===== src/hw/shooter_pkg.sv =====
package shooter_pkg;

	// object counts
	localparam int NUM_BULLETS  = 3;
	localparam int NUM_MONSTERS = 5;

	// raster and object coordinates
	typedef logic [9:0] coord_t;

	// centre of an object
	typedef struct packed {
		coord_t x;
		coord_t y;
	} obj_pos_t;

	typedef struct packed {
		logic     alive;
		obj_pos_t pos;
	} bullet_t;

	typedef bullet_t [NUM_BULLETS-1:0] bullet_slot_t;

	// one bit per bullet slot
	typedef logic [NUM_BULLETS-1:0] hit_t;

	// one destroyed flag per monster
	typedef logic [NUM_MONSTERS-1:0] mons_flags_t;

	// 4 bits each of red, green, blue
	typedef logic [11:0] rgb_t;

	// tank
	localparam coord_t TANK_X_START     = 10'd450;
	localparam coord_t TANK_Y           = 10'd450;
	localparam coord_t TANK_STEP        = 10'd2;
	localparam coord_t TANK_X_MIN       = 10'd150;
	localparam coord_t TANK_X_MAX       = 10'd800;
	localparam coord_t TANK_BODY_HALF_W = 10'd10;
	localparam coord_t TANK_BODY_H      = 10'd10;
	localparam coord_t TANK_HEAD_HALF_W = 10'd2;
	localparam coord_t TANK_HEAD_H      = 10'd5;

	// bullets, drawn as 3x3 squares
	localparam coord_t BULLET_HALF   = 10'd1;
	localparam coord_t BULLET_TOP_LO = 10'd32;
	localparam coord_t BULLET_TOP_HI = 10'd33;

	// monsters
	localparam coord_t MONS_Y      = 10'd100;
	localparam coord_t MONS_HALF_W = 10'd10;
	localparam coord_t MONS_HALF_H = 10'd5;
	localparam coord_t MONS_X [NUM_MONSTERS] = '{
		10'd250, 10'd350, 10'd450, 10'd550, 10'd650
	};

	// colours
	localparam rgb_t COLOR_BLACK = 12'h000;
	localparam rgb_t COLOR_RED   = 12'hf00;
	localparam rgb_t COLOR_GREEN = 12'h0f0;
	localparam rgb_t COLOR_BLUE  = 12'h00f;
	localparam rgb_t COLOR_CYAN  = 12'h0ff;

endpackage


===== src/hw/monster_row.sv =====
`timescale 1ns/1ps

module monster_row (
	input  logic                      clk,
	input  logic                      rst,
	input  logic                      restart,
	input  shooter_pkg::bullet_slot_t bullets,
	output shooter_pkg::hit_t         hits,
	output shooter_pkg::mons_flags_t  destroyed
);

	import shooter_pkg::*;

	mons_flags_t mons_hit;

	// a live bullet on the monster row inside a surviving monster's width
	always_comb begin
		hits     = '0;
		mons_hit = '0;
		for (int b = 0; b < NUM_BULLETS; b++) begin
			for (int m = 0; m < NUM_MONSTERS; m++) begin
				if (bullets[b].alive && !destroyed[m] &&
				    (bullets[b].pos.y == MONS_Y) &&
				    (bullets[b].pos.x >= MONS_X[m] - MONS_HALF_W) &&
				    (bullets[b].pos.x <= MONS_X[m] + MONS_HALF_W)) begin
					hits[b]     = 1'b1;
					mons_hit[m] = 1'b1;
				end
			end
		end
	end

	// flags are sticky until the next restart
	always_ff @(posedge clk or posedge rst) begin
		if (rst) begin
			destroyed <= '0;
		end else if (restart) begin
			destroyed <= '0;
		end else begin
			destroyed <= destroyed | mons_hit;
		end
	end

	a_flags_sticky: assert property (
		@(posedge clk) disable iff (rst)
		!restart |=> ((destroyed & $past(destroyed)) == $past(destroyed))
	) else $error("destroyed flag dropped without restart");

endmodule


===== src/hw/pixel_painter.sv =====
`timescale 1ns/1ps

module pixel_painter (
	input  logic                      bright,
	input  shooter_pkg::coord_t       h_count,
	input  shooter_pkg::coord_t       v_count,
	input  shooter_pkg::coord_t       tank_x,
	input  shooter_pkg::bullet_slot_t bullets,
	input  shooter_pkg::mons_flags_t  destroyed,
	output shooter_pkg::rgb_t         rgb
);

	import shooter_pkg::*;

	logic on_bullet;
	logic on_tank_head;
	logic on_tank_body;
	logic on_monster;

	// raster inside a box of half sizes hw, hh around (cx, cy)
	function automatic logic in_box(
		input coord_t h,
		input coord_t v,
		input coord_t cx,
		input coord_t cy,
		input coord_t hw,
		input coord_t hh
	);
		return (h >= cx - hw) && (h <= cx + hw) && (v >= cy - hh) && (v <= cy + hh);
	endfunction

	always_comb begin
		on_bullet = 1'b0;
		for (int i = 0; i < NUM_BULLETS; i++) begin
			if (bullets[i].alive && in_box(h_count, v_count, bullets[i].pos.x,
			                               bullets[i].pos.y, BULLET_HALF, BULLET_HALF)) begin
				on_bullet = 1'b1;
			end
		end
	end

	// head sits just above the tank row, body hangs below it
	assign on_tank_head = (v_count >= TANK_Y - TANK_HEAD_H) && (v_count < TANK_Y) &&
	                      (h_count >= tank_x - TANK_HEAD_HALF_W) &&
	                      (h_count <= tank_x + TANK_HEAD_HALF_W);
	assign on_tank_body = (v_count >= TANK_Y) && (v_count <= TANK_Y + TANK_BODY_H) &&
	                      (h_count >= tank_x - TANK_BODY_HALF_W) &&
	                      (h_count <= tank_x + TANK_BODY_HALF_W);

	always_comb begin
		on_monster = 1'b0;
		for (int m = 0; m < NUM_MONSTERS; m++) begin
			if (!destroyed[m] && in_box(h_count, v_count, MONS_X[m], MONS_Y,
			                            MONS_HALF_W, MONS_HALF_H)) begin
				on_monster = 1'b1;
			end
		end
	end

	always_comb begin
		if (!bright) begin
			rgb = COLOR_BLACK;
		end else if (destroyed == '1) begin
			// board cleared
			rgb = COLOR_CYAN;
		end else if (on_bullet) begin
			rgb = COLOR_BLUE;
		end else if (on_tank_head || on_tank_body) begin
			rgb = COLOR_GREEN;
		end else if (on_monster) begin
			rgb = COLOR_RED;
		end else begin
			rgb = COLOR_BLACK;
		end
	end

endmodule


===== src/hw/shooter_top.sv =====
`timescale 1ns/1ps

module shooter_top (
	input  logic                     clk,
	input  logic                     rst,
	input  logic                     bright,
	input  logic                     left,
	input  logic                     right,
	input  logic                     fire,
	input  logic                     restart,
	input  shooter_pkg::coord_t      h_count,
	input  shooter_pkg::coord_t      v_count,
	output shooter_pkg::rgb_t        rgb,
	output shooter_pkg::mons_flags_t monster_destroyed
);

	import shooter_pkg::*;

	coord_t       tank_x;
	bullet_slot_t bullets;
	hit_t         hits;

	tank_motion i_tank_motion (
		.clk     (clk),
		.rst     (rst),
		.restart (restart),
		.left    (left),
		.right   (right),
		.fire    (fire),
		.tank_x  (tank_x)
	);

	tank_gun i_tank_gun (
		.clk     (clk),
		.rst     (rst),
		.restart (restart),
		.fire    (fire),
		.tank_x  (tank_x),
		.hits    (hits),
		.bullets (bullets)
	);

	monster_row i_monster_row (
		.clk       (clk),
		.rst       (rst),
		.restart   (restart),
		.bullets   (bullets),
		.hits      (hits),
		.destroyed (monster_destroyed)
	);

	pixel_painter i_pixel_painter (
		.bright    (bright),
		.h_count   (h_count),
		.v_count   (v_count),
		.tank_x    (tank_x),
		.bullets   (bullets),
		.destroyed (monster_destroyed),
		.rgb       (rgb)
	);

endmodule


===== src/hw/tank_gun.sv =====
`timescale 1ns/1ps

module tank_gun (
	input  logic                      clk,
	input  logic                      rst,
	input  logic                      restart,
	input  logic                      fire,
	input  shooter_pkg::coord_t       tank_x,
	input  shooter_pkg::hit_t         hits,
	output shooter_pkg::bullet_slot_t bullets
);

	import shooter_pkg::*;

	logic [NUM_BULLETS-1:0] alive;
	logic [NUM_BULLETS-1:0] grant;
	logic [NUM_BULLETS-1:0] at_top;
	obj_pos_t               pos [NUM_BULLETS];

	// lowest dead slot takes the shot, none if all are flying
	always_comb begin
		grant = '0;
		for (int i = 0; i < NUM_BULLETS; i++) begin
			if (fire && !alive[i] && (grant == '0)) begin
				grant[i] = 1'b1;
			end
		end
	end

	always_comb begin
		for (int i = 0; i < NUM_BULLETS; i++) begin
			at_top[i] = (pos[i].y >= BULLET_TOP_LO) && (pos[i].y <= BULLET_TOP_HI);
		end
	end

	always_ff @(posedge clk or posedge rst) begin
		if (rst) begin
			alive <= '0;
		end else if (restart) begin
			alive <= '0;
		end else begin
			for (int i = 0; i < NUM_BULLETS; i++) begin
				if (grant[i]) begin
					alive[i] <= 1'b1;
				end else if (alive[i] && (hits[i] || at_top[i])) begin
					// retire on a hit or on reaching the top band
					alive[i] <= 1'b0;
				end
			end
		end
	end

	// a new shot starts at the tank, live shots climb one row
	always_ff @(posedge clk) begin
		for (int i = 0; i < NUM_BULLETS; i++) begin
			if (grant[i]) begin
				pos[i].x <= tank_x;
				pos[i].y <= TANK_Y;
			end else if (alive[i]) begin
				pos[i].y <= pos[i].y - 10'd1;
			end
		end
	end

	always_comb begin
		for (int i = 0; i < NUM_BULLETS; i++) begin
			bullets[i].alive = alive[i];
			bullets[i].pos   = pos[i];
		end
	end

	// top band retires a bullet before it can climb past it
	for (genvar g = 0; g < NUM_BULLETS; g++) begin : g_top_chk
		a_bullet_below_top: assert property (
			@(posedge clk) disable iff (rst)
			alive[g] |-> (pos[g].y >= BULLET_TOP_LO)
		) else $error("bullet %0d flew past the top band", g);
	end

endmodule


===== src/hw/tank_motion.sv =====
`timescale 1ns/1ps

module tank_motion (
	input  logic                clk,
	input  logic                rst,
	input  logic                restart,
	input  logic                left,
	input  logic                right,
	input  logic                fire,
	output shooter_pkg::coord_t tank_x
);

	import shooter_pkg::*;

	// fire freezes the tank for that cycle, right wins over left
	always_ff @(posedge clk or posedge rst) begin
		if (rst) begin
			tank_x <= TANK_X_START;
		end else if (restart) begin
			tank_x <= TANK_X_START;
		end else if (!fire) begin
			if (right) begin
				// wrap from the right edge back to the left
				if (tank_x == TANK_X_MAX) begin
					tank_x <= TANK_X_MIN;
				end else begin
					tank_x <= tank_x + TANK_STEP;
				end
			end else if (left) begin
				if (tank_x == TANK_X_MIN) begin
					tank_x <= TANK_X_MAX;
				end else begin
					tank_x <= tank_x - TANK_STEP;
				end
			end
		end
	end

	// the step divides the span, so the wrap points are always hit exactly
	a_tank_in_range: assert property (
		@(posedge clk) disable iff (rst)
		(tank_x >= TANK_X_MIN) && (tank_x <= TANK_X_MAX)
	) else $error("tank_x left the playfield: %0d", tank_x);

endmodule


===== config.mk =====
export PLATFORM = sky130hd
export DESIGN_NAME = shooter_top
export DESIGN_NICKNAME = d
export VERILOG_FILES = /design/src/hw/shooter_pkg.sv /design/src/hw/monster_row.sv /design/src/hw/pixel_painter.sv /design/src/hw/shooter_top.sv /design/src/hw/tank_gun.sv /design/src/hw/tank_motion.sv
export SDC_FILE = /design/constraint.sdc
export NUM_CORES = 1
export LEC_CHECK = 0
export BUFFER_PORTS_ARGS = -buffer_cell sky130_fd_sc_hd__buf_2
export CORE_ASPECT_RATIO = 2
export CORE_MARGIN = 4
export CORE_UTILIZATION = 69
export DETAILED_ROUTE_END_ITERATION = 8
export PLACE_DENSITY = 0.95
export SYNTH_ARGS = -nofsm -noshare
export SYNTH_HDL_FRONTEND = slang
export SYNTH_SLANG_ARGS = --single-unit

===== constraint.sdc =====
create_clock -name clk -period 8.7 [get_ports clk]
set_input_delay 1.74 -clock clk [delete_from_list [all_inputs] [get_ports clk]]
set_output_delay 1.74 -clock clk [all_outputs]
set_load 0.02 [all_outputs]

==> summary.md <==
| Metric | Value |
|---|---|
| Post-DR vias/cell | 7.07 |
| Synthesis-stage register bit count | 74 |
| Gate power share | 27.2% |
| Reg2Reg Setup Slack | 5920 ps |
| Launch point of the worst path | h_count[5] |
| Pwr/cell area | 121 mW/mm2 |
| Period utilisation layout | 70.1% |
| Post-synthesis async set-or-reset flop share | 23.0% |
| Pin count of the biggest net entering global routing | 22 |
| Routability-driven placement congestion ratio | 0.997 |
| Initial antenna violation count | 0 |
| Number of synthesized flops with an enable pin | 57 |
| R2R Path End | i_tank_gun.alive[2] |
| Total grt overflow | 0 |
| Row count | 58 |
| Synth top area share | 22.9% |
| Drt wl/cell | 22.6 um |
| Wl on met1 | 8.32 mm |
| Syn-to-layout area delta | 5.31% |
| Die X | 87.8 um |
| Metal3 WL | 2.24 mm |
| Max-Cap Viols | 0 |
| Post-route ant nets | 0 |
| Dpl hpwl | 20.0 mm |
| Syn Area/Cell | 8.61 um2 |
| Syn Inst Count | 1022 |
| Via count | 8340 |
| Post-synth net total | 1210 |
| Static Leak | 3.77 nW |
| CP Capture Type | output port |
| Sw power | 375 uW |
| Switching Share | 33.5% |
| Critical Path RT | 6960 ps |
| Clock-pin slew on the worst setup and hold paths | 60 ps |
| Outcome | complete, no violations |
| Synth Flop Type | edfxtp_1 |
| Worst R2R Start | i_tank_gun.pos[2][0] |
| Setup TNS | 0 ps |
| DRT Wirelength | 26.6 mm |
| Clock skew | 9.41 ps |
| Antenna diodes | 0 |
| Crit-path max FO | 20 |
| Worst Hold Class | reg -> reg |
| Core region area | 0.0126 mm2 |
| Vias in the first global route | 8303 |
| Final Hold Viols | 0 |
| Synth area leaders | ha_1, edfxtp_1, xnor2_1, a21oi_1, dfrtp_1 |
| CTS HTree Levels | 3 |
| Setup violators final | 0 |
| Die Ht | 168 um |
| CTS buffer count | 9 |
| First-pass GRT wire length | 41.7 mm |
| Worst Max-Slew Pin Slew | 1020 ps |
| I/O Pins | 44 |
| FMAX | 0.164 GHz |
| CTS root buf | clkbuf_16 |
| Power Internal | 743 uW |
| Max Used Layer | met4 |
| CTS tree | done |
| Max Buffers Root-to-Sink | 2 |
| Clock network fraction of total power | 33.2% |
| Count leader, synth | ha_1 |
| Starting Density | 70.1% |
| Die area | 0.0147 mm2 |
| Area of the mapped netlist | 0.00880 mm2 |
| Cts hold-fix bufs | 0 |
| GRT Util Overall | 37.1% |
| Wire length on met2 | 13.3 mm |
| CP endpoint | rgb[6] |
| Yosys top cell by area | ha_1 |
| Startpoint Class | input port |
| Nets | 1212 |
| Reg power frac | 39.6% |
| Final Max Tran Viols | 0 |
| RSZ-0062 raised after global routing | no |
| Pre-Repair DR Iteration Count | 6 |
| Share of cells above drive strength 1 | 7.87% |
| Data arrival time of the worst path | 4350 ps |
| Yosys warns | 0 |
| PortBufs | 43 |
| Initial DRC Count | 724 |
| Drc violations | 0 |
| Worst Reg-to-Reg Cells | 9 |
| Setup Buffers After CTS | 0 |
| Max_slew headroom | 31.8% |
| Total power | 1.12 mW |
| Worst setup path class | in -> out |
| Peak supply drop | 246 uV |
| Final min period | 6090 ps |
| Clock sink count | 74 |
| Worst-skew pair later-pin latency | 340 ps |
| Post-synthesis sequential area ratio | 24.4% |
| PostCTS Resize Cnt | 0 |
| Netlist cell types | 68 |
| Post-synth top cells | ha_1, a21oi_1, nand2_1 |
-- worst min path at each step --
stage	from	depth (start not counted)	slack (ps)	endpoint
finish	i_tank_motion.tank_x[1]	0	660	i_tank_gun.pos[2][11]
global route	i_tank_motion.tank_x[1]	0	660	i_tank_gun.pos[2][11]
CTS	i_tank_motion.tank_x[1]	0	650	i_tank_gun.pos[2][11]
detailed placement	i_tank_motion.tank_x[1]	0	640	i_tank_gun.pos[2][11]
global placement	i_tank_motion.tank_x[1]	0	640	i_tank_gun.pos[2][11]
floorplan	i_tank_motion.tank_x[9]	0	450	i_tank_gun.pos[0][19]
-- final cells by class --
type,count,area [um2]
clock buffers,10,229
well taps,150,188
flip-flops and latches,74,2140
fillers,920,3290
multi-input cells,841,6210
inverters,54,203
repair buffers,44,223
clock inverters,6,65.1
-- power by group through the flow --
stage	sequential [mW]	combinational (mW)	clock [mW]
after floorplan	0.420	0.218	0
after global placement	0.447	0.275	0
after detailed placement	0.447	0.288	0
after CTS	0.440	0.293	0.372
after global routing	0.445	0.337	0.385
final	0.442	0.303	0.371
-- per-stage QoR --
| step | hold slack, ps | std cells | setup slack (ps) | util (%) | cell area [um2] |
|---|---|---|---|---|---|
| 6_report | 661 | 1179 | 2610 | 73.8 | 9260 |
| 5_1_grt | 659 | 1179 | 2460 | 73.8 | 9260 |
| 4_1_cts | 649 | 1179 | 2740 | 73.8 | 9260 |
| 3_5_place_dp | 641 | 1163 | 2740 | 71.4 | 8970 |
| 3_3_place_gp | 642 | 1163 | 2880 | 71.4 | 8970 |
| 2_1_floorplan | 454 | 1022 | 2990 | - | 8800 |
-- layout by cell type, fill, tap and decap left out, types with 9 or more instances in the layout --
| master | synthesis | routed |
|---|---|---|
| nand4_1 | 30 | 30 |
| buf_2 | 1 | 43 |
| or3_1 | 9 | 9 |
| a31oi_1 | 11 | 11 |
| ha_1 | 161 | 161 |
| nand2_1 | 71 | 71 |
| nor3_1 | 26 | 26 |
| xor2_1 | 37 | 37 |
| clkbuf_16 | 0 | 9 |
| a21o_1 | 15 | 15 |
| edfxtp_1 | 57 | 57 |
| a21oi_1 | 76 | 76 |
| and4_1 | 10 | 10 |
| xnor2_1 | 58 | 58 |
| dfrtp_1 | 13 | 13 |
| and3_1 | 11 | 11 |
| o21ai_0 | 25 | 25 |
| inv_1 | 41 | 41 |
| nor2_1 | 57 | 57 |
| nand3_1 | 47 | 47 |
| inv_2 | 11 | 11 |
| a211oi_1 | 10 | 10 |
| o21ai_1 | 21 | 21 |
| o211ai_1 | 13 | 13 |
| nor4_1 | 21 | 21 |
| nor2b_1 | 30 | 30 |
| nand2b_1 | 12 | 12 |
-- worst max-delay path, cell delays in order --
cell      delay [ps]
buf_2            390
ha_1             320
o211ai_1         170
nor2_1            70
and3_1           170
o31a_1           370
nand4_1          130
o211ai_1         190
o31ai_1          540
buf_2            270
-- state kept, by name, indices dropped and copies added, names as in the netlist --
name and count:
i_monster_row.destroyed 5, i_tank_gun.pos 57, i_tank_motion.tank_x 9, i_tank_gun.alive 3
-- cell families (layout without fill, tap and decap cells) --
family | count (synthesis) | count (layout) | synth area share (%)
flip-flops | 74 | 74 | 24.4
AO/OA/AOI/OAI | 222 | 222 | 15.9
buffers and inverters | 107 | 114 | 5.01
multiplexers | 1 | 1 | 0.114
AND/OR/NAND/NOR | 362 | 362 | 22.2
XOR/XNOR | 95 | 95 | 9.46
adder cells (fa/ha/maj) | 161 | 161 | 22.9
-- routing by layer --
layer | vias up | global-route usage, %
met2 | 485 | 62.5
met1 | 3851 | 34.5
li1 | 3804 | -
met4 | 0 | 33.2
met5 | - | 0
met3 | 200 | 10.7
Power figures use the tool's default switching activity.
